==> src/hdl/rv_isa_pkg.sv <==
// --------------------
// RV32I encodings
// --------------------

package rv_isa_pkg;

    // --------------------
    // Major opcodes
    // --------------------
    typedef enum logic [6:0] {
        OP_IMM = 7'b0010011,
        OP     = 7'b0110011,
        LUI    = 7'b0110111
    } opcode_e;

    // ALU function codes, shared by OP and OP-IMM
    typedef enum logic [2:0] {
        ADD  = 3'b000,
        SLL  = 3'b001,
        SLT  = 3'b010,
        SLTU = 3'b011,
        XOR  = 3'b100,
        SR   = 3'b101,
        OR   = 3'b110,
        AND  = 3'b111
    } funct3_e;

    // Selects sub and sra / srai
    localparam logic [6:0] FUNCT7_ALT = 7'b0100000;

    // --------------------
    // Instruction formats
    // --------------------
    typedef struct packed {
        logic [6:0] funct7;
        logic [4:0] rs2;
        logic [4:0] rs1;
        funct3_e    funct3;
        logic [4:0] rd;
        opcode_e    opcode;
    } inst_r_t;

    typedef struct packed {
        logic [11:0] imm12;
        logic [4:0]  rs1;
        funct3_e     funct3;
        logic [4:0]  rd;
        opcode_e     opcode;
    } inst_i_t;

    // Same word, two views
    typedef union packed {
        inst_r_t r;
        inst_i_t i;
    } inst_u;

endpackage

==> src/hdl/core_pkg.sv <==
// --------------------
// Pipeline types
// --------------------

package core_pkg;

    localparam int XLEN = 32;

    typedef logic [XLEN-1:0] word_t;
    typedef logic [4:0]      reg_idx_t;

    // Fetch to decode
    typedef struct packed {
        logic  valid;
        word_t pc;
        word_t inst;
    } fetch_t;

    // Decode to execute
    typedef struct packed {
        logic                valid;
        word_t               pc;
        reg_idx_t            rd;
        word_t               rs1_val;
        word_t               rs2_val;
        word_t               imm;
        rv_isa_pkg::opcode_e opcode;
        rv_isa_pkg::funct3_e funct3;
        logic                alt;
    } decode_t;

    // Retirement, also the register write port
    typedef struct packed {
        logic     valid;
        word_t    pc;
        reg_idx_t rd;
        word_t    value;
    } retire_t;

endpackage

==> src/hdl/inst_fetch.sv <==
// --------------------
// Instruction fetch
// --------------------
`timescale 1ns/100ps

module inst_fetch import core_pkg::*; #(
    parameter word_t RESET_PC = '0
) (
    input  logic   i_clk,
    input  logic   i_rst,
    input  logic   i_exec,
    input  logic   i_stall,
    input  word_t  i_imem_data,
    output word_t  o_imem_addr,
    output word_t  o_pc,
    output fetch_t o_fetch
);

    word_t  pc;
    fetch_t fetch_q;

    // Memory answers in the same cycle
    assign o_imem_addr = pc;
    assign o_pc        = pc;
    assign o_fetch     = fetch_q;

    always_ff @(posedge i_clk) begin
        if (i_rst) begin
            pc            <= RESET_PC;
            fetch_q.valid <= 1'b0;
        end else if (!i_stall) begin
            // Bubble while not running
            fetch_q.valid <= i_exec;
            fetch_q.pc    <= pc;
            fetch_q.inst  <= i_imem_data;
            if (i_exec) begin
                pc <= pc + word_t'(4);
            end
        end
    end

endmodule

==> src/hdl/decode.sv <==
// --------------------
// Decode and reg read
// --------------------
`timescale 1ns/100ps

module decode import core_pkg::*, rv_isa_pkg::*; (
    input  logic     i_clk,
    input  logic     i_rst,
    input  logic     i_stall,
    input  fetch_t   i_fetch,
    output reg_idx_t o_rs1,
    output reg_idx_t o_rs2,
    input  word_t    i_rs1_val,
    input  word_t    i_rs2_val,
    output decode_t  o_decode
);

    inst_u   inst;
    logic    kept;
    word_t   imm;
    decode_t dec_next;
    decode_t dec_q;

    assign inst  = i_fetch.inst;
    assign o_rs1 = inst.r.rs1;
    assign o_rs2 = inst.r.rs2;

    assign kept = (inst.r.opcode == OP_IMM) || (inst.r.opcode == OP) ||
                  (inst.r.opcode == LUI);

    // U-type for lui, I-type otherwise
    always_comb begin
        if (inst.i.opcode == LUI) begin
            imm = {inst.i.imm12, inst.i.rs1, inst.i.funct3, 12'b0};
        end else begin
            imm = {{20{inst.i.imm12[11]}}, inst.i.imm12};
        end
    end

    always_comb begin
        dec_next.valid   = i_fetch.valid && kept;
        dec_next.pc      = i_fetch.pc;
        dec_next.rd      = inst.r.rd;
        dec_next.rs1_val = i_rs1_val;
        dec_next.rs2_val = i_rs2_val;
        dec_next.imm     = imm;
        dec_next.opcode  = inst.r.opcode;
        dec_next.funct3  = inst.r.funct3;
        // sub and sra, or srai with the shift-type bits
        dec_next.alt     = ((inst.r.opcode == OP) || (inst.r.funct3 == SR)) &&
                           (inst.r.funct7 == FUNCT7_ALT);
    end

    always_ff @(posedge i_clk) begin
        if (i_rst) begin
            dec_q.valid <= 1'b0;
        end else if (!i_stall) begin
            dec_q <= dec_next;
        end
    end

    assign o_decode = dec_q;

endmodule

==> src/hdl/reg_file.sv <==
// --------------------
// Register file
// --------------------
`timescale 1ns/100ps

module reg_file import core_pkg::*; (
    input  logic     i_clk,
    input  logic     i_rst,
    input  reg_idx_t i_rs1,
    input  reg_idx_t i_rs2,
    output word_t    o_rs1_val,
    output word_t    o_rs2_val,
    input  retire_t  i_wr
);

    word_t regs [1:31];

    // x0 reads zero and a same-cycle write passes through
    function automatic word_t read_port(reg_idx_t idx);
        if (idx == '0) begin
            return '0;
        end else if (i_wr.valid && (i_wr.rd == idx)) begin
            return i_wr.value;
        end
        return regs[idx];
    endfunction

    always_comb begin
        o_rs1_val = read_port(i_rs1);
        o_rs2_val = read_port(i_rs2);
    end

    always_ff @(posedge i_clk) begin
        if (i_rst) begin
            for (int i = 1; i < 32; i++) begin
                regs[i] <= '0;
            end
        end else if (i_wr.valid && (i_wr.rd != '0)) begin
            regs[i_wr.rd] <= i_wr.value;
        end
    end

endmodule

==> src/hdl/alu.sv <==
// --------------------
// Execute and retire
// --------------------
`timescale 1ns/100ps

module alu import core_pkg::*, rv_isa_pkg::*; (
    input  logic    i_clk,
    input  logic    i_rst,
    input  logic    i_stall,
    input  decode_t i_decode,
    output retire_t o_retire
);

    word_t      op_a;
    word_t      op_b;
    logic [4:0] shamt;
    word_t      result;
    retire_t    ret_q;

    // --------------------
    // Operands
    // --------------------
    assign op_a  = i_decode.rs1_val;
    assign op_b  = (i_decode.opcode == OP) ? i_decode.rs2_val : i_decode.imm;
    assign shamt = op_b[4:0];

    always_comb begin
        case (i_decode.funct3)
            ADD:     result = i_decode.alt ? (op_a - op_b) : (op_a + op_b);
            SLL:     result = op_a << shamt;
            SLT:     result = word_t'($signed(op_a) < $signed(op_b));
            SLTU:    result = word_t'(op_a < op_b);
            XOR:     result = op_a ^ op_b;
            SR:      result = i_decode.alt ? word_t'($signed(op_a) >>> shamt)
                                           : (op_a >> shamt);
            OR:      result = op_a | op_b;
            AND:     result = op_a & op_b;
            default: result = '0;
        endcase
        // lui takes the immediate as is
        if (i_decode.opcode == LUI) begin
            result = i_decode.imm;
        end
    end

    // --------------------
    // Retire register
    // --------------------
    always_ff @(posedge i_clk) begin
        if (i_rst) begin
            ret_q.valid <= 1'b0;
        end else if (!i_stall) begin
            ret_q.valid <= i_decode.valid;
            ret_q.pc    <= i_decode.pc;
            ret_q.rd    <= i_decode.rd;
            ret_q.value <= result;
        end
    end

    // Held record must not retire twice
    always_comb begin
        o_retire       = ret_q;
        o_retire.valid = ret_q.valid && !i_stall;
    end

endmodule

==> src/hdl/core.sv <==
// --------------------
// RV32I pipeline core
// --------------------
`timescale 1ns/100ps

module core import core_pkg::*; #(
    parameter word_t RESET_PC = '0
) (
    input  logic    i_clk,
    input  logic    i_rst,
    input  logic    i_exec,
    output word_t   o_imem_addr,
    input  word_t   i_imem_data,
    input  logic    i_imem_wait,
    output word_t   o_pc,
    output retire_t o_retire
);

    fetch_t   fetch;
    decode_t  dec;
    reg_idx_t rs1;
    reg_idx_t rs2;
    word_t    rs1_val;
    word_t    rs2_val;

    inst_fetch #(
        .RESET_PC (RESET_PC)
    ) u_inst_fetch (
        .i_clk       (i_clk),
        .i_rst       (i_rst),
        .i_exec      (i_exec),
        .i_stall     (i_imem_wait),
        .i_imem_data (i_imem_data),
        .o_imem_addr (o_imem_addr),
        .o_pc        (o_pc),
        .o_fetch     (fetch)
    );

    decode u_decode (
        .i_clk     (i_clk),
        .i_rst     (i_rst),
        .i_stall   (i_imem_wait),
        .i_fetch   (fetch),
        .o_rs1     (rs1),
        .o_rs2     (rs2),
        .i_rs1_val (rs1_val),
        .i_rs2_val (rs2_val),
        .o_decode  (dec)
    );

    // Written straight from the retire record
    reg_file u_reg_file (
        .i_clk     (i_clk),
        .i_rst     (i_rst),
        .i_rs1     (rs1),
        .i_rs2     (rs2),
        .o_rs1_val (rs1_val),
        .o_rs2_val (rs2_val),
        .i_wr      (o_retire)
    );

    alu u_alu (
        .i_clk    (i_clk),
        .i_rst    (i_rst),
        .i_stall  (i_imem_wait),
        .i_decode (dec),
        .o_retire (o_retire)
    );

endmodule

==> config.mk <==
export PLATFORM = sky130hd
export DESIGN_NAME = core
export DESIGN_NICKNAME = d
export VERILOG_FILES = /design/src/hdl/rv_isa_pkg.sv /design/src/hdl/core_pkg.sv /design/src/hdl/inst_fetch.sv /design/src/hdl/decode.sv /design/src/hdl/reg_file.sv /design/src/hdl/alu.sv /design/src/hdl/core.sv
export SDC_FILE = /design/constraint.sdc
export NUM_CORES = 2
export LEC_CHECK = 0
export BUFFER_PORTS_ARGS = -buffer_cell sky130_fd_sc_hd__buf_2
export CAP_MARGIN = 15
export CORE_AREA = 8 8 397 399
export CTS_BUF_LIST = sky130_fd_sc_hd__clkbuf_16
export DETAILED_ROUTE_END_ITERATION = 16
export DIE_AREA = 0 0 405 407
export PLACE_DENSITY = 0.67
export SETUP_SLACK_MARGIN = 0.4
export SKIP_CTS_REPAIR_TIMING = 1
export SYNTH_ARGS = -nofsm -noshare
export SYNTH_HDL_FRONTEND = slang
export SYNTH_SLANG_ARGS = --single-unit
==> constraint.sdc <==
create_clock -name i_clk -period 27.1 [get_ports i_clk]
set_input_delay 5.42 -clock i_clk [delete_from_list [all_inputs] [get_ports i_clk]]
set_output_delay 5.42 -clock i_clk [all_outputs]
set_load 0.03 [all_outputs]
Word-level counts from Yosys, hierarchy flattened:

Memory sizes are Yosys's and may differ from the RTL's. A register that Yosys moved wholly into a read port is not among the register bits.
Index checks and enable logic that the tools add are counted.

* mux-type cells: 26
* shifts and indexed selects: 3
* order comparisons: 2
* add/sub/neg operators: 3
* reduce and logical (&&, ||, !) cells: 17
* bitwise logic cells: 5
* eq/ne operators: 16

Operators by type and width (count)
* 32-bit two-way mux: 11
* 32-bit case mux with 8 select lines: 1
* 32-bit less-than comparator: 2
* 7-bit by 6-bit equality test with 1-bit output, second input constant: 5
* 32-bit by 3-bit adder with 32-bit output, second input constant: 1
* 32-bit adder: 1
* 32-bit AND: 1
* 32-bit OR: 1
* 32-bit OR reduction: 1
* 32-bit by 5-bit left shift with 32-bit output: 1
* 32-bit by 5-bit >> shifter with 32-bit output: 1
* 32-bit by 5-bit >>> shifter with 32-bit output: 1
* 32-bit subtractor: 1
* 32-bit XOR: 1
* 31-bit two-way mux: 1
* 3-bit equality test, second input constant: 5
* 5-bit two-way mux: 3
* 5-bit equality test: 2
* 5-bit logical NOT: 2
* 1-bit two-way mux: 10
* 7-bit by 5-bit equality test with 1-bit output, second input constant: 1
* 3-bit by 2-bit equality test with 1-bit output, second input constant: 2
* 1-bit logical AND: 6
* 5-bit nonzero test: 1
* 6 further kinds: 10

* word-level logic and storage cells: 91
* memory bits (writable): 992
* memories: 1
* register bits: 312
* input port bits: 36
* output and inout bits: 134

Memories
* u_reg_file.regs: words 31, width 32, rd ports 2, clocked after Yosys merged registers in 2, write ports 31, RTL line reg_file.sv:16 `word_t regs [1:31];`

Depth between registers and ports, before layout:

* depth in word-level cells: 8
* mapped depth: 21
* gate-level depth less buffers: 16

By module:

Synthesis repeated with hierarchy kept, for this count alone.

* cells, all modules: 5891
* area, all modules: 75595.0 um^2

By module, submodules not included
* reg_file: seq. area each 30749.5 um^2, area each 55248.0 um^2, cells each 3744, times used 1
* alu: seq. area each 2092.0 um^2, area each 12005.3 um^2, cells each 1675, times used 1
* decode: seq. area each 4344.2 um^2, area each 4782.1 um^2, cells each 208, times used 1
* inst_fetch: seq. area each 2482.4 um^2, area each 3559.7 um^2, cells each 264, times used 1

Worst setup path after synthesis:

OpenSTA, ideal clock, no wires.

* path kind: in2reg
* from: in i_imem_wait
* to: reg (tool-made name)
* data required time: 27.001 ns
* path slack: 12.698 ns
* library setup time: 0.099 ns
* stages on the path: 3
* data arrival time: 14.303 ns
* buffers on the path: 1
* cell sequence: nor2_1 > clkbuf_1 > mux2_2

RTL lines
* from (decl): RTL line core.sv:14 `input logic i_imem_wait,`

==> impl_metrics.tcl <==
set metrics [dict create \
    finish.cell_count_without_fillers 7549 \
    crit_path_max_incr_delay_ns 0.28 \
    num-nets-final 5524 \
    initial_utilization_pct 49.7 \
    synth_top_family_by_area "multiplexers" \
    postSynth.asyncResetShare_pct 0 \
    drt.antenna.violating_nets 0 \
    cts_tree "yes" \
    cts.root.buffer_cell "clkbuf_16" \
    synth_edf_count 1295 \
    fp-row-count 143 \
    synthAdderAreaFrac_pct 1.56 \
    maxClockFrequency_mhz 86.6 \
    timing_max_transition_violations_final 0 \
    yosys-mux-area-fraction_pct 22.0 \
    die_y_um 407 \
    numClockSinks 1338 \
    outcome "finished, final reports clean" \
    maxCapViolCount 0 \
    period_share_pct 42.6 \
    layout_common_cells "edfxtp_1 (1295), and2_1 (1002), mux4_2 (640), nor2_1 (292), nand2_1 (201)" \
    timing.critical_path.cells "buf_2 -> nor2b_1 -> buf_2" \
    finalHoldWorstSlack_ns 0.385 \
    via_per_inst 6.60 \
    layout_min_cycle_time_ns 11.55 \
    globalRouteOverflowTotal 0 \
    core_um2 151000 \
    antenna_violations_before_repair 18 \
    area.growth.synth_to_final_pct 9.19 \
    postPlaceCellArea_um2 77400 \
    timing_hold_violations_final 0 \
    pre_cts_ws_ns 15.56 \
    fin_worst_skew_ns 0.0522 \
    area_share_of_xor_xnor_cells_in_the_synthesized_design_pct 0.745 \
    grt_pass1_vias 48500 \
    layout-drive-gt1-share_pct 23.9 \
    initial_drt_pass_iterations 7 \
    cts-buffers-inserted 145 \
    track_usage_pct 30.2 \
    clkSlewWorstSetupHoldPaths_ns 0.06 \
    cp_data_arrival_time_ns 6.13 \
    drt_drc_violations_left 0 \
    layout.cell_area.non_filler_um2 82000 \
    critical_path_peak_fanout 7 \
    endpoint_kind "output pin" \
    synth_compound_gate_area_share_pct 5.79 \
    multi_input_gate_area_in_the_final_layout_um2 32700 \
    crit_top_cell "buf_2" \
    placed_cells 7276 \
    final.fill_count 12200 \
    setup.worst_path.start_class "primary input" \
    grt_first_pass_wirelength_um 357000 \
    seq_area_frac_synth_pct 52.9 \
    route.detailed.wl_per_inst_um 33.5 \
    leakage_nw 30.0 \
    register_area_um2 39800 \
    crit_type "in -> out" \
    drt_iter0_markers 7432 \
    transition_time_at_the_pin_with_the_least_slew_margin_ns 1.19 \
    report.final.setup_viol 0 \
    cpMaxStageDelayCell "nor2b_1" \
    finalSetupTns_ns 0 \
    ctsLongestPathBuffers 3 \
    postLayoutCoreUtil_pct 54.2 \
    detailroute.via_count 49800 \
    dp.final_hpwl_um 162000 \
    port-buffer-count 163 \
    min_path_type "reg -> reg" \
    route.final.wire_length_um 253000 \
    setup_slack_ns 15.55 \
    io_pins 170 \
    grt_max_degree 150 \
    synth.avg_cell_area_um2 13.7 \
    post_synth_and_or_nand_nor_area_fraction_pct 12.9 \
    layout_commonest_cell "edfxtp_1" \
    synth-main-ff-cell "edfxtp_1" \
    powerDensity_nw_per_um2 62.0 \
    fin_total_pwr_mw 5.08 \
    synth.cell_area_um2 75100 \
    synth.ff_latch_count 1338 \
    worst_skew_pair.late_latency_ns 0.81 \
    synth.distinct_cells 94 \
    clock_tree.htree_level_count 4 \
    synthCells 5488 \
    maxSlewHeadroom_pct 20.6 \
    ys_warn_count 0 \
    cp.required_ns 21.68 \
    rsz0062_at_grt "no" \
    gp_congestion 0.993 \
    die_x_um 405 \
    ir_worst_vdd_mv 0.0710 \
    dieArea_um2 165000 \
]
-- cell usage after synthesis, drive strengths merged (15+ instances only) --
cell / n / area, um2
buf: 196 / 1170
a21oi: 193 / 970
mux2i: 151 / 1520
and2: 1003 / 6270
o211ai: 37 / 283
clkbuf: 398 / 1490
nand3: 58 / 290
mux4: 640 / 14400
mux2: 52 / 586
inv: 105 / 394
nor2b: 20 / 125
nor3: 30 / 150
a31oi: 29 / 181
nor2: 328 / 1230
ha: 92 / 1150
dfxtp: 43 / 861
a21o: 35 / 263
nand4: 19 / 119
edfxtp: 1295 / 38900
nand2: 203 / 767
o21ai: 168 / 852
xor2: 27 / 236
a211oi: 79 / 598
o22ai: 15 / 93.8
xnor2: 36 / 323
or2: 34 / 213
-- kinds of logic after synthesis --
kind of cell               after synthesis
xor gates and xnor gates                63
AOI/OAI and AO/OA                      682
buffers and inverters                  701
other                                    1
muxes                                  843
and+or+nand+nor                       1767
adders and majority gates               93
DFF                                   1338
-- per-layer routing --
metal	vias up	share of wire [%]	wire (um)	track usage [%]
met1	25400	37	94600	40.8
met2	3277	45	115000	46.8
met4	4	5.5	14000	13.9
met5	-	0.021	54	0
li1	20500	-	-	-
met3	618	12	29400	7.07
-- power by group --
| group | switching [mW] | leakage [nW] | total (mW) | internal, mW |
|---|---|---|---|---|
| registers | 0.0767 | 13.6 | 2.43 | 2.35 |
| clock network | 0.853 | 2.33 | 1.90 | 1.04 |
| logic | 0.457 | 14.1 | 0.762 | 0.305 |
| total | 1.39 | 30.0 | 5.08 | 3.70 |
-- critical path, delay by kind of cell --
| family | cells | cell delay [ns] |
|---|---|---|
| and+or+nand+nor | 1 | 0.28 |
| buffers and inverters | 2 | 0.42 |
-- registers in the layout, indices dropped and copies added, names as in the netlist, named ones only --
name and cells:
u_inst_fetch.o_imem_addr 30, u_alu.o_retire 67, u_reg_file.regs 1024, u_decode.o_decode 143, u_inst_fetch.o_fetch 63, u_alu.ret_q 1
-- layout make-up --
cell class / instances / share of cell area, %
repair buffers: 317 / 2.53
clock buffers: 147 / 4.49
flip-flops and latches: 1338 / 48.5
multi-input cells: 3486 / 39.9
well taps: 2030 / 3.10
diodes: 4 / 0.0122
clock inverters: 120 / 1.00
inverters: 107 / 0.491
-- path summary, 6_finish.rpt --
kind	from	end	slack, ns	cells after the start
max reg2reg	u_decode.o_decode[10]$_DFFE_PP_	u_alu.o_retire[0]$_DFFE_PP_	20.94	15
min reg2reg	u_decode.o_decode[109]$_DFFE_PP_	u_alu.o_retire[34]$_DFFE_PP_	0.38	0
min	u_decode.o_decode[109]$_DFFE_PP_	u_alu.o_retire[34]$_DFFE_PP_	0.38	0
max	i_imem_wait	o_retire[69]	15.55	3
No activity file was read; power rests on OpenSTA's default activity.
